`src/result_arbiter_pkg.sv`:
```
// Shared definitions for the tile result collector
// Widths, tile count, tile index type and collection states
package result_arbiter_pkg;

    // --------------------------------------------------
    // Tile population
    // --------------------------------------------------
    // Number of compute tiles feeding the collector
    localparam int NUM_TILES = 4;
    localparam int TILE_IDX_W = (NUM_TILES > 1) ? $clog2(NUM_TILES) : 1;

    // Index of one tile
    typedef logic [TILE_IDX_W-1:0] tile_idx_t;

    // --------------------------------------------------
    // Data and counter widths
    // --------------------------------------------------
    // FP16 result word
    localparam int DATA_W = 16;
    // Tile FIFO occupancy, 0 to 256
    localparam int FIFO_CNT_W = 9;
    // Batch length B and column length C
    localparam int DIM_W = 8;
    // Per-tile result count, also holds B x C
    localparam int RESULT_CNT_W = 16;

    // Reads in flight per tile, bounded by the FIFO read latency
    localparam int MAX_PENDING = 2;
    localparam int PEND_W = $clog2(MAX_PENDING + 1);

    // Collection FSM states
    typedef enum logic [1:0] {
        ARB_IDLE,
        ARB_COLLECT,
        ARB_DONE
    } arb_state_t;

endpackage : result_arbiter_pkg

```
`src/tile_fifo_tracker.sv`:
```
// Per-tile bookkeeping for the result collector
// Shadow FIFO counts, pending reads, result and chunk counters
// Readiness flags for the scheduler, taken from the next counter values
module tile_fifo_tracker (
    input  logic i_clk,
    input  logic i_reset_n,
    input  logic i_start,
    input  logic [result_arbiter_pkg::FIFO_CNT_W-1:0]
                 i_tile_fifo_count [result_arbiter_pkg::NUM_TILES],
    input  logic i_ce_result_valid [result_arbiter_pkg::NUM_TILES],
    input  logic i_issue,
    input  result_arbiter_pkg::tile_idx_t i_issue_tile,
    input  logic i_return,
    input  result_arbiter_pkg::tile_idx_t i_return_tile,
    input  logic i_advance,
    input  result_arbiter_pkg::tile_idx_t i_advance_tile,
    input  logic [result_arbiter_pkg::DIM_W-1:0] i_c_len,
    input  logic [result_arbiter_pkg::RESULT_CNT_W-1:0] i_results_per_tile,
    output logic [result_arbiter_pkg::NUM_TILES-1:0] o_can_read,
    output logic [result_arbiter_pkg::NUM_TILES-1:0] o_chunk_full,
    output logic [result_arbiter_pkg::NUM_TILES-1:0] o_tile_finished
);
    import result_arbiter_pkg::*;

    // Registered counters, one set per tile
    logic [FIFO_CNT_W-1:0]   shadow_cnt [NUM_TILES];
    logic [PEND_W-1:0]       pend_cnt   [NUM_TILES];
    logic [RESULT_CNT_W-1:0] result_cnt [NUM_TILES];
    logic [DIM_W-1:0]        chunk_cnt  [NUM_TILES];

    // Values the counters take at the next edge
    logic [FIFO_CNT_W-1:0]   shadow_nxt [NUM_TILES];
    logic [PEND_W-1:0]       pend_nxt   [NUM_TILES];
    logic [RESULT_CNT_W-1:0] result_nxt [NUM_TILES];
    logic [DIM_W-1:0]        chunk_nxt  [NUM_TILES];

    // Decoded strobes per tile
    logic [NUM_TILES-1:0] issue_hit;
    logic [NUM_TILES-1:0] return_hit;
    logic [NUM_TILES-1:0] advance_hit;

    always_comb begin
        for (int i = 0; i < NUM_TILES; i++) begin
            issue_hit[i]   = i_issue && (i_issue_tile == tile_idx_t'(i));
            return_hit[i]  = i_return && (i_return_tile == tile_idx_t'(i));
            advance_hit[i] = i_advance && (i_advance_tile == tile_idx_t'(i));
        end
    end

    // --------------------------------------------------
    // Next counter values
    // --------------------------------------------------
    always_comb begin
        for (int i = 0; i < NUM_TILES; i++) begin
            // Physical count lags two cycles, so it only seeds the shadow on start
            shadow_nxt[i] = (i_start ? i_tile_fifo_count[i] : shadow_cnt[i])
                          + FIFO_CNT_W'(i_ce_result_valid[i])
                          - FIFO_CNT_W'(issue_hit[i]);
            // In-flight reads of the previous command still return after a start
            pend_nxt[i] = pend_cnt[i] + PEND_W'(issue_hit[i]) - PEND_W'(return_hit[i]);
            result_nxt[i] = i_start ? '0 : result_cnt[i] + RESULT_CNT_W'(issue_hit[i]);
            // An advance on the same cycle as the filling read wins
            if (i_start || advance_hit[i]) begin
                chunk_nxt[i] = '0;
            end else begin
                chunk_nxt[i] = chunk_cnt[i] + DIM_W'(issue_hit[i]);
            end
        end
    end

    // --------------------------------------------------
    // Readiness flags
    // --------------------------------------------------
    // Flags see the read on the wire this cycle, so the scheduler never double issues
    always_comb begin
        for (int i = 0; i < NUM_TILES; i++) begin
            o_can_read[i]      = (shadow_nxt[i] != '0) && (pend_nxt[i] < PEND_W'(MAX_PENDING));
            o_chunk_full[i]    = (chunk_nxt[i] >= i_c_len);
            o_tile_finished[i] = (result_nxt[i] >= i_results_per_tile);
        end
    end

    // --------------------------------------------------
    // Counter registers
    // --------------------------------------------------
    always_ff @(posedge i_clk) begin
        if (!i_reset_n) begin
            for (int i = 0; i < NUM_TILES; i++) begin
                shadow_cnt[i] <= '0;
                pend_cnt[i]   <= '0;
                result_cnt[i] <= '0;
                chunk_cnt[i]  <= '0;
            end
        end else begin
            for (int i = 0; i < NUM_TILES; i++) begin
                shadow_cnt[i] <= shadow_nxt[i];
                pend_cnt[i]   <= pend_nxt[i];
                result_cnt[i] <= result_nxt[i];
                chunk_cnt[i]  <= chunk_nxt[i];
            end
        end
    end

endmodule : tile_fifo_tracker

```
`src/collect_scheduler.sv`:
```
// Collection FSM for the result collector
// Command capture, chunked round-robin pointer and read enable issue
module collect_scheduler (
    input  logic i_clk,
    input  logic i_reset_n,
    input  logic i_cmd_valid,
    input  logic [result_arbiter_pkg::NUM_TILES-1:0] i_cmd_tile_en,
    input  logic [result_arbiter_pkg::DIM_W-1:0] i_cmd_b,
    input  logic [result_arbiter_pkg::DIM_W-1:0] i_cmd_c,
    input  logic [result_arbiter_pkg::NUM_TILES-1:0] i_can_read,
    input  logic [result_arbiter_pkg::NUM_TILES-1:0] i_chunk_full,
    input  logic [result_arbiter_pkg::NUM_TILES-1:0] i_tile_finished,
    input  logic i_result_fifo_full,
    output logic o_start,
    output logic [result_arbiter_pkg::DIM_W-1:0] o_c_len,
    output logic [result_arbiter_pkg::RESULT_CNT_W-1:0] o_results_per_tile,
    output logic o_tile_fifo_rd_en [result_arbiter_pkg::NUM_TILES],
    output logic o_issue,
    output result_arbiter_pkg::tile_idx_t o_issue_tile,
    output logic o_advance,
    output result_arbiter_pkg::tile_idx_t o_advance_tile
);
    import result_arbiter_pkg::*;

    arb_state_t state;
    // Captured enable mask and round-robin pointer
    logic [NUM_TILES-1:0] tile_en;
    tile_idx_t cur_tile;
    tile_idx_t next_tile;

    // Per-cycle decisions
    logic cmd_accept;
    logic all_done;
    logic cur_en;
    logic do_skip;
    logic do_issue;
    logic do_advance;

    // Nearest enabled tile above the given one, wrapping; itself if none other
    function automatic tile_idx_t next_enabled(input tile_idx_t from,
                                               input logic [NUM_TILES-1:0] mask);
        tile_idx_t idx;
        tile_idx_t found;
        found = from;
        // Farthest first, so the nearest hit is the one kept
        for (int k = NUM_TILES - 1; k >= 1; k--) begin
            idx = tile_idx_t'((int'(from) + k) % NUM_TILES);
            if (mask[idx]) begin
                found = idx;
            end
        end
        return found;
    endfunction

    // --------------------------------------------------
    // Decision logic
    // --------------------------------------------------
    always_comb begin
        // Commands are ignored while a collection runs
        cmd_accept = i_cmd_valid && (|i_cmd_tile_en) && (state != ARB_COLLECT);
        all_done   = &(~tile_en | i_tile_finished);
        cur_en     = tile_en[cur_tile];
        next_tile  = next_enabled(cur_tile, tile_en);
        do_skip    = 1'b0;
        do_issue   = 1'b0;
        do_advance = 1'b0;
        if ((state == ARB_COLLECT) && !all_done) begin
            if (!cur_en) begin
                // Disabled tile, step past it
                do_skip = 1'b1;
            end else if (i_chunk_full[cur_tile]) begin
                // Chunk of C done, including one filled by the read on the wire
                do_advance = 1'b1;
            end else if (i_tile_finished[cur_tile]) begin
                // Tile has all B x C results, leave mid-chunk
                do_advance = 1'b1;
            end else if (i_can_read[cur_tile] && !i_result_fifo_full) begin
                do_issue = 1'b1;
            end
            // Otherwise wait on data, pending reads or downstream room
        end
    end

    // --------------------------------------------------
    // FSM, pointer and registered strobes
    // --------------------------------------------------
    always_ff @(posedge i_clk) begin
        if (!i_reset_n) begin
            state          <= ARB_IDLE;
            tile_en        <= '0;
            cur_tile       <= '0;
            o_start        <= 1'b0;
            o_issue        <= 1'b0;
            o_issue_tile   <= '0;
            o_advance      <= 1'b0;
            o_advance_tile <= '0;
            for (int i = 0; i < NUM_TILES; i++) begin
                o_tile_fifo_rd_en[i] <= 1'b0;
            end
        end else begin
            o_start        <= cmd_accept;
            o_issue        <= do_issue;
            o_issue_tile   <= cur_tile;
            o_advance      <= do_advance;
            o_advance_tile <= cur_tile;
            // One-hot read enable for the current tile
            for (int i = 0; i < NUM_TILES; i++) begin
                o_tile_fifo_rd_en[i] <= do_issue && (cur_tile == tile_idx_t'(i));
            end
            if (do_skip || do_advance) begin
                cur_tile <= next_tile;
            end
            case (state)
                ARB_IDLE, ARB_DONE: begin
                    // DONE takes the next command directly
                    if (cmd_accept) begin
                        state    <= ARB_COLLECT;
                        tile_en  <= i_cmd_tile_en;
                        cur_tile <= '0;
                    end
                end
                ARB_COLLECT: begin
                    if (all_done) begin
                        state <= ARB_DONE;
                    end
                end
                default: state <= ARB_IDLE;
            endcase
        end
    end

    // Command dimensions, held for the whole collection
    always_ff @(posedge i_clk) begin
        if (cmd_accept) begin
            o_c_len            <= i_cmd_c;
            o_results_per_tile <= RESULT_CNT_W'(i_cmd_b) * RESULT_CNT_W'(i_cmd_c);
        end
    end

endmodule : collect_scheduler

```
`src/read_return_pipe.sv`:
```
// Read tracking pipeline matching the tile FIFO read latency
// Return strobe to the tracker and registered result output
module read_return_pipe (
    input  logic i_clk,
    input  logic i_reset_n,
    input  logic i_issue,
    input  result_arbiter_pkg::tile_idx_t i_issue_tile,
    input  logic [result_arbiter_pkg::DATA_W-1:0]
                 i_tile_fifo_rd_data [result_arbiter_pkg::NUM_TILES],
    output logic o_return,
    output result_arbiter_pkg::tile_idx_t o_return_tile,
    output logic [result_arbiter_pkg::DATA_W-1:0] o_result_data,
    output logic o_result_valid
);
    import result_arbiter_pkg::*;

    // Stage 1 lines up with FIFO data, stage 2 with the registered output
    logic      s1_valid;
    logic      s2_valid;
    tile_idx_t s1_tile;
    tile_idx_t s2_tile;
    logic [DATA_W-1:0] data_q;

    always_ff @(posedge i_clk) begin
        if (!i_reset_n) begin
            s1_valid <= 1'b0;
            s2_valid <= 1'b0;
        end else begin
            s1_valid <= i_issue;
            s2_valid <= s1_valid;
        end
    end

    // Tile index and data follow the valids, back-to-back reads overlap
    always_ff @(posedge i_clk) begin
        s1_tile <= i_issue_tile;
        s2_tile <= s1_tile;
        if (s1_valid) begin
            data_q <= i_tile_fifo_rd_data[s1_tile];
        end
    end

    assign o_return       = s2_valid;
    assign o_return_tile  = s2_tile;
    assign o_result_valid = s2_valid;
    assign o_result_data  = data_q;

endmodule : read_return_pipe

```
`src/result_arbiter.sv`:
```
// Top level of the tile result collector
// Connects the scheduler, the per-tile tracker and the read return pipeline
module result_arbiter (
    input  logic i_clk,
    input  logic i_reset_n,
    // Command strobe
    input  logic i_cmd_valid,
    input  logic [result_arbiter_pkg::NUM_TILES-1:0] i_cmd_tile_en,
    input  logic [result_arbiter_pkg::DIM_W-1:0] i_cmd_b,
    input  logic [result_arbiter_pkg::DIM_W-1:0] i_cmd_c,
    // Tile FIFOs
    output logic o_tile_fifo_rd_en [result_arbiter_pkg::NUM_TILES],
    input  logic [result_arbiter_pkg::DATA_W-1:0]
                 i_tile_fifo_rd_data [result_arbiter_pkg::NUM_TILES],
    input  logic [result_arbiter_pkg::FIFO_CNT_W-1:0]
                 i_tile_fifo_count [result_arbiter_pkg::NUM_TILES],
    input  logic i_ce_result_valid [result_arbiter_pkg::NUM_TILES],
    // Shared result port
    output logic [result_arbiter_pkg::DATA_W-1:0] o_result_data,
    output logic o_result_valid,
    input  logic i_result_fifo_full
);
    import result_arbiter_pkg::*;

    // --------------------------------------------------
    // Internal wires
    // --------------------------------------------------
    logic start;
    logic [DIM_W-1:0] c_len;
    logic [RESULT_CNT_W-1:0] results_per_tile;
    logic issue;
    tile_idx_t issue_tile;
    logic advance;
    tile_idx_t advance_tile;
    logic ret;
    tile_idx_t ret_tile;
    // Readiness flags back to the scheduler
    logic [NUM_TILES-1:0] can_read;
    logic [NUM_TILES-1:0] chunk_full;
    logic [NUM_TILES-1:0] tile_finished;

    collect_scheduler i_collect_scheduler (
        .i_clk              (i_clk),
        .i_reset_n          (i_reset_n),
        .i_cmd_valid        (i_cmd_valid),
        .i_cmd_tile_en      (i_cmd_tile_en),
        .i_cmd_b            (i_cmd_b),
        .i_cmd_c            (i_cmd_c),
        .i_can_read         (can_read),
        .i_chunk_full       (chunk_full),
        .i_tile_finished    (tile_finished),
        .i_result_fifo_full (i_result_fifo_full),
        .o_start            (start),
        .o_c_len            (c_len),
        .o_results_per_tile (results_per_tile),
        .o_tile_fifo_rd_en  (o_tile_fifo_rd_en),
        .o_issue            (issue),
        .o_issue_tile       (issue_tile),
        .o_advance          (advance),
        .o_advance_tile     (advance_tile)
    );

    tile_fifo_tracker i_tile_fifo_tracker (
        .i_clk              (i_clk),
        .i_reset_n          (i_reset_n),
        .i_start            (start),
        .i_tile_fifo_count  (i_tile_fifo_count),
        .i_ce_result_valid  (i_ce_result_valid),
        .i_issue            (issue),
        .i_issue_tile       (issue_tile),
        .i_return           (ret),
        .i_return_tile      (ret_tile),
        .i_advance          (advance),
        .i_advance_tile     (advance_tile),
        .i_c_len            (c_len),
        .i_results_per_tile (results_per_tile),
        .o_can_read         (can_read),
        .o_chunk_full       (chunk_full),
        .o_tile_finished    (tile_finished)
    );

    // Results leave two cycles after each read enable
    read_return_pipe i_read_return_pipe (
        .i_clk               (i_clk),
        .i_reset_n           (i_reset_n),
        .i_issue             (issue),
        .i_issue_tile        (issue_tile),
        .i_tile_fifo_rd_data (i_tile_fifo_rd_data),
        .o_return            (ret),
        .o_return_tile       (ret_tile),
        .o_result_data       (o_result_data),
        .o_result_valid      (o_result_valid)
    );

endmodule : result_arbiter

```
`config.mk`:
```
export PLATFORM = sky130hd
export DESIGN_NAME = result_arbiter
export DESIGN_NICKNAME = d
export VERILOG_FILES = /design/src/result_arbiter_pkg.sv /design/src/tile_fifo_tracker.sv /design/src/collect_scheduler.sv /design/src/read_return_pipe.sv /design/src/result_arbiter.sv
export SDC_FILE = /design/constraint.sdc
export NUM_CORES = 1
export LEC_CHECK = 0
export ABC_AREA = 1
export BUFFER_PORTS_ARGS = -buffer_cell sky130_fd_sc_hd__buf_2
export CAP_MARGIN = 10
export CORE_ASPECT_RATIO = 1.1
export CORE_UTILIZATION = 63
export CTS_BUF_LIST = sky130_fd_sc_hd__clkbuf_2
export DETAILED_ROUTE_END_ITERATION = 6
export PLACE_DENSITY = 0.84
export SLEW_MARGIN = 20
export SYNTH_ARGS = -nofsm -noshare
export SYNTH_HDL_FRONTEND = slang
export SYNTH_SLANG_ARGS = --single-unit
```
`constraint.sdc`:
```
create_clock -name i_clk -period 6.5 [get_ports i_clk]
set_input_delay 1.625 -clock i_clk [delete_from_list [all_inputs] [get_ports i_clk]]
set_output_delay 1.625 -clock i_clk [all_outputs]
set_load 0.01 [all_outputs]
```
==> impl_metrics.ini <==
[cts]
clockBufferDepth = 3
cts_sinks = 203
cts_root_buf = clkbuf_2
clk_pin_slew_ns = 0.09
post-cts-setup-buffers = 0
hold_buffers = 0
clk_latency_ns = 0.84
cts_resized = 0
h-tree-depth = 2
cts_tree = done
cts_buffers = 53

[grt]
grt_antenna_before_repair = 3
overflow = 0
grt_max_degree = 91
grt_pass1_vias = 14000
grt_pass1_wl_um = 61200
track_usage_pct = 28.4

[timing]
grt_setup_unrepaired = no
finalSetupTns_ns = 0
post-route-period-util_pct = 78.5
setup_viol = 0
max_freq_ghz = 0.196
worst_pin_slew_ns = 1.02
relSlewSlack_pct = 32.0
final.setup_skew_ns = 0.0656
period_needed_ns = 5.10
slew_violations = 0
final_hold_viol_count = 0

[cells_and_area]
fin_area_um2 = 17400
nFillCells = 2036
mostFrequentLayoutCells = 501 x nand2_1, 413 x inv_1, 233 x nor2_1
fin_cells = 2782
syn2layout_area_growth_pct = 8.79
nNetsFinal = 2793
layout_commonest_cell = nand2_1
final_core_util_pct = 70.3
drive_gt1_share_pct = 12.0

[synth]
synth_nets = 2650
yosys.area.top_type = dfxtp_1
synth_top_cell_area_share_pct = 20.4
yosys-top-cells-area = dfxtp_1 20%, ha_1 15%, nand2_1 12%
synthFlopType = dfxtp_1
ys_types = 49
synth_area_um2 = 16000
synthesis.instances = 2285
ys_ff_latch = 203
ys_seq_area_share_pct = 28.0
syn_avg_cell_area_um2 = 6.99
synth_edf_count = 40
synthArstFlopShare_pct = 0
ys_warn_count = 0

[run_status]
status = finished clean

[place]
placed_cells = 2683
hpwl_um = 28700
numPortBuffers = 148
place_area_um2 = 16900
place_congestion = 0.912

[drt]
dr.pass1.iters = 6
vias = 15100
drtIter0Drc = 928
wl_per_cell_um = 13.4
drc_errors = 0
via_per_inst = 5.42
wirelength_um = 37300
ant_nets = 0

[die]
start_util_pct = 64.6
die_x_um = 154
coreArea_um2 = 24700
fp.dieH_um = 169
num_rows = 60
ios = 149
die_area_um2 = 26000

[setup_path]
crit_top_cell = nand2_1
crit_buf_inv = 2
end_kind = flip-flop
cp_slowest_stage_delay_ns = 0.71
cp_slowest_cell = nor3_1
critPathTopFamily = simple AND/OR/NAND/NOR gates
startpoint_type = flip-flop
critical_path_arrival_ns = 5.86
crit_fanout = 6
worstSetupPathType = reg -> reg
cp.required_ns = 7.26

[power_and_ir_drop]
seq_power_share_pct = 34.0
cellLeakagePower_nw = 9.35
peakVddDrop_mv = 0.140
internal-power_w = 0.00252
power_frac_clock_pct = 20.0
pwr-share-comb_pct = 45.9
power.density_nw_per_um2 = 251
p_switching_w = 0.00185
power_w = 0.00437
swShare_pct = 42.4

[min_path]
hold_path_class = reg -> reg

[job]
max_cap_viol_count = 0
==> path summary, 6_finish.rpt <==
kind	slack (ns)	cells after the start	from	endpoint
min reg2reg	0.43	0	i_collect_scheduler.o_issue_tile[0]	i_read_return_pipe.s1_tile[0]
max	1.40	26	i_collect_scheduler.o_issue_tile[0]	i_collect_scheduler.o_tile_fifo_rd_en[3]
min	0.43	0	i_collect_scheduler.o_issue_tile[0]	i_read_return_pipe.s1_tile[0]
max reg2reg	1.40	26	i_collect_scheduler.o_issue_tile[0]	i_collect_scheduler.o_tile_fifo_rd_en[3]
==> cell usage after synthesis, types with 4 or more instances <==
master,instances
fa_1,40
dfxtp_1,163
nor3_1,114
edfxtp_1,40
or2_2,26
a21oi_1,96
clkbuf_1,53
nand4_1,29
o21ai_0,90
nand2_1,501
nor2_1,234
inv_1,414
xor2_1,20
buf_2,11
nor4_1,70
xnor2_1,10
a31o_2,4
nand3b_1,8
ha_1,197
o21ai_1,5
o22ai_1,16
a31oi_1,8
nor3b_1,5
o21bai_1,5
mux2i_1,5
nand3_1,79
==> layer usage <==
| metal | vias up | share of wire (%) | track usage (%) |
|---|---|---|---|
| met4 | 2 | 2.1 | 9.74 |
| met3 | 80 | 5.4 | 4.22 |
| met5 | - | 0.021 | 0 |
| met1 | 6849 | 44 | 34.8 |
| li1 | 7715 | - | - |
| met2 | 437 | 49 | 50.6 |
==> cell families (layout without fill, tap and decap cells) <==
group	after synthesis	in the layout	share of synthesized area (%)
flops	203	203	28.0
mux	5	5	0.314
other cells	0	2	0
simple gates	1088	1088	30.1
fa+ha+maj	237	237	20.5
xor+xnor	30	30	1.65
buf+inv	488	673	11.6
compound gates	234	234	7.92
==> power by group through the flow <==
| stage | registers [W] | clock network, W | logic, W |
|---|---|---|---|
| floorplan | 0.00150 | 0 | 0.00157 |
| global placement | 0.00151 | 0 | 0.00190 |
| detailed placement | 0.00152 | 0 | 0.00197 |
| CTS | 0.00149 | 0.000898 | 0.00199 |
| global route | 0.00150 | 0.000960 | 0.00231 |
| finish | 0.00149 | 0.000874 | 0.00201 |
==> through the flow <==
stage	hold slack, ns	setup WS, ns
after global placement	0.407	0.921
after CTS	0.427	1.44
after global routing	0.442	1.00
after floorplan	0.388	1.05
final	0.432	1.40
after detailed placement	0.412	0.829
==> flip-flops by register name, summed over array words and instances, names as in the netlist, 4 cells and up <==
name,count
i_tile_fifo_tracker.shadow_cnt,36
i_tile_fifo_tracker.result_cnt,64
i_collect_scheduler.o_results_per_tile,16
i_tile_fifo_tracker.chunk_cnt,32
i_read_return_pipe.o_result_data,16
i_collect_scheduler.o_c_len,8
i_collect_scheduler.o_tile_fifo_rd_en,4
i_tile_fifo_tracker.pend_cnt,8
i_collect_scheduler.tile_en,4
==> cell type report <==
class,count,area (um2),share of cell area (%)
multi-input combinational,1594,9650,55.6
sequential,203,4470,25.7
inverter,420,1580,9.10
timing repair buffer,156,801,4.61
clock buffer,81,405,2.33
tap,310,388,2.23
clock inverter,16,68.8,0.396
antenna,2,5.00,0.0288
(Power assumes the default switching activity.)
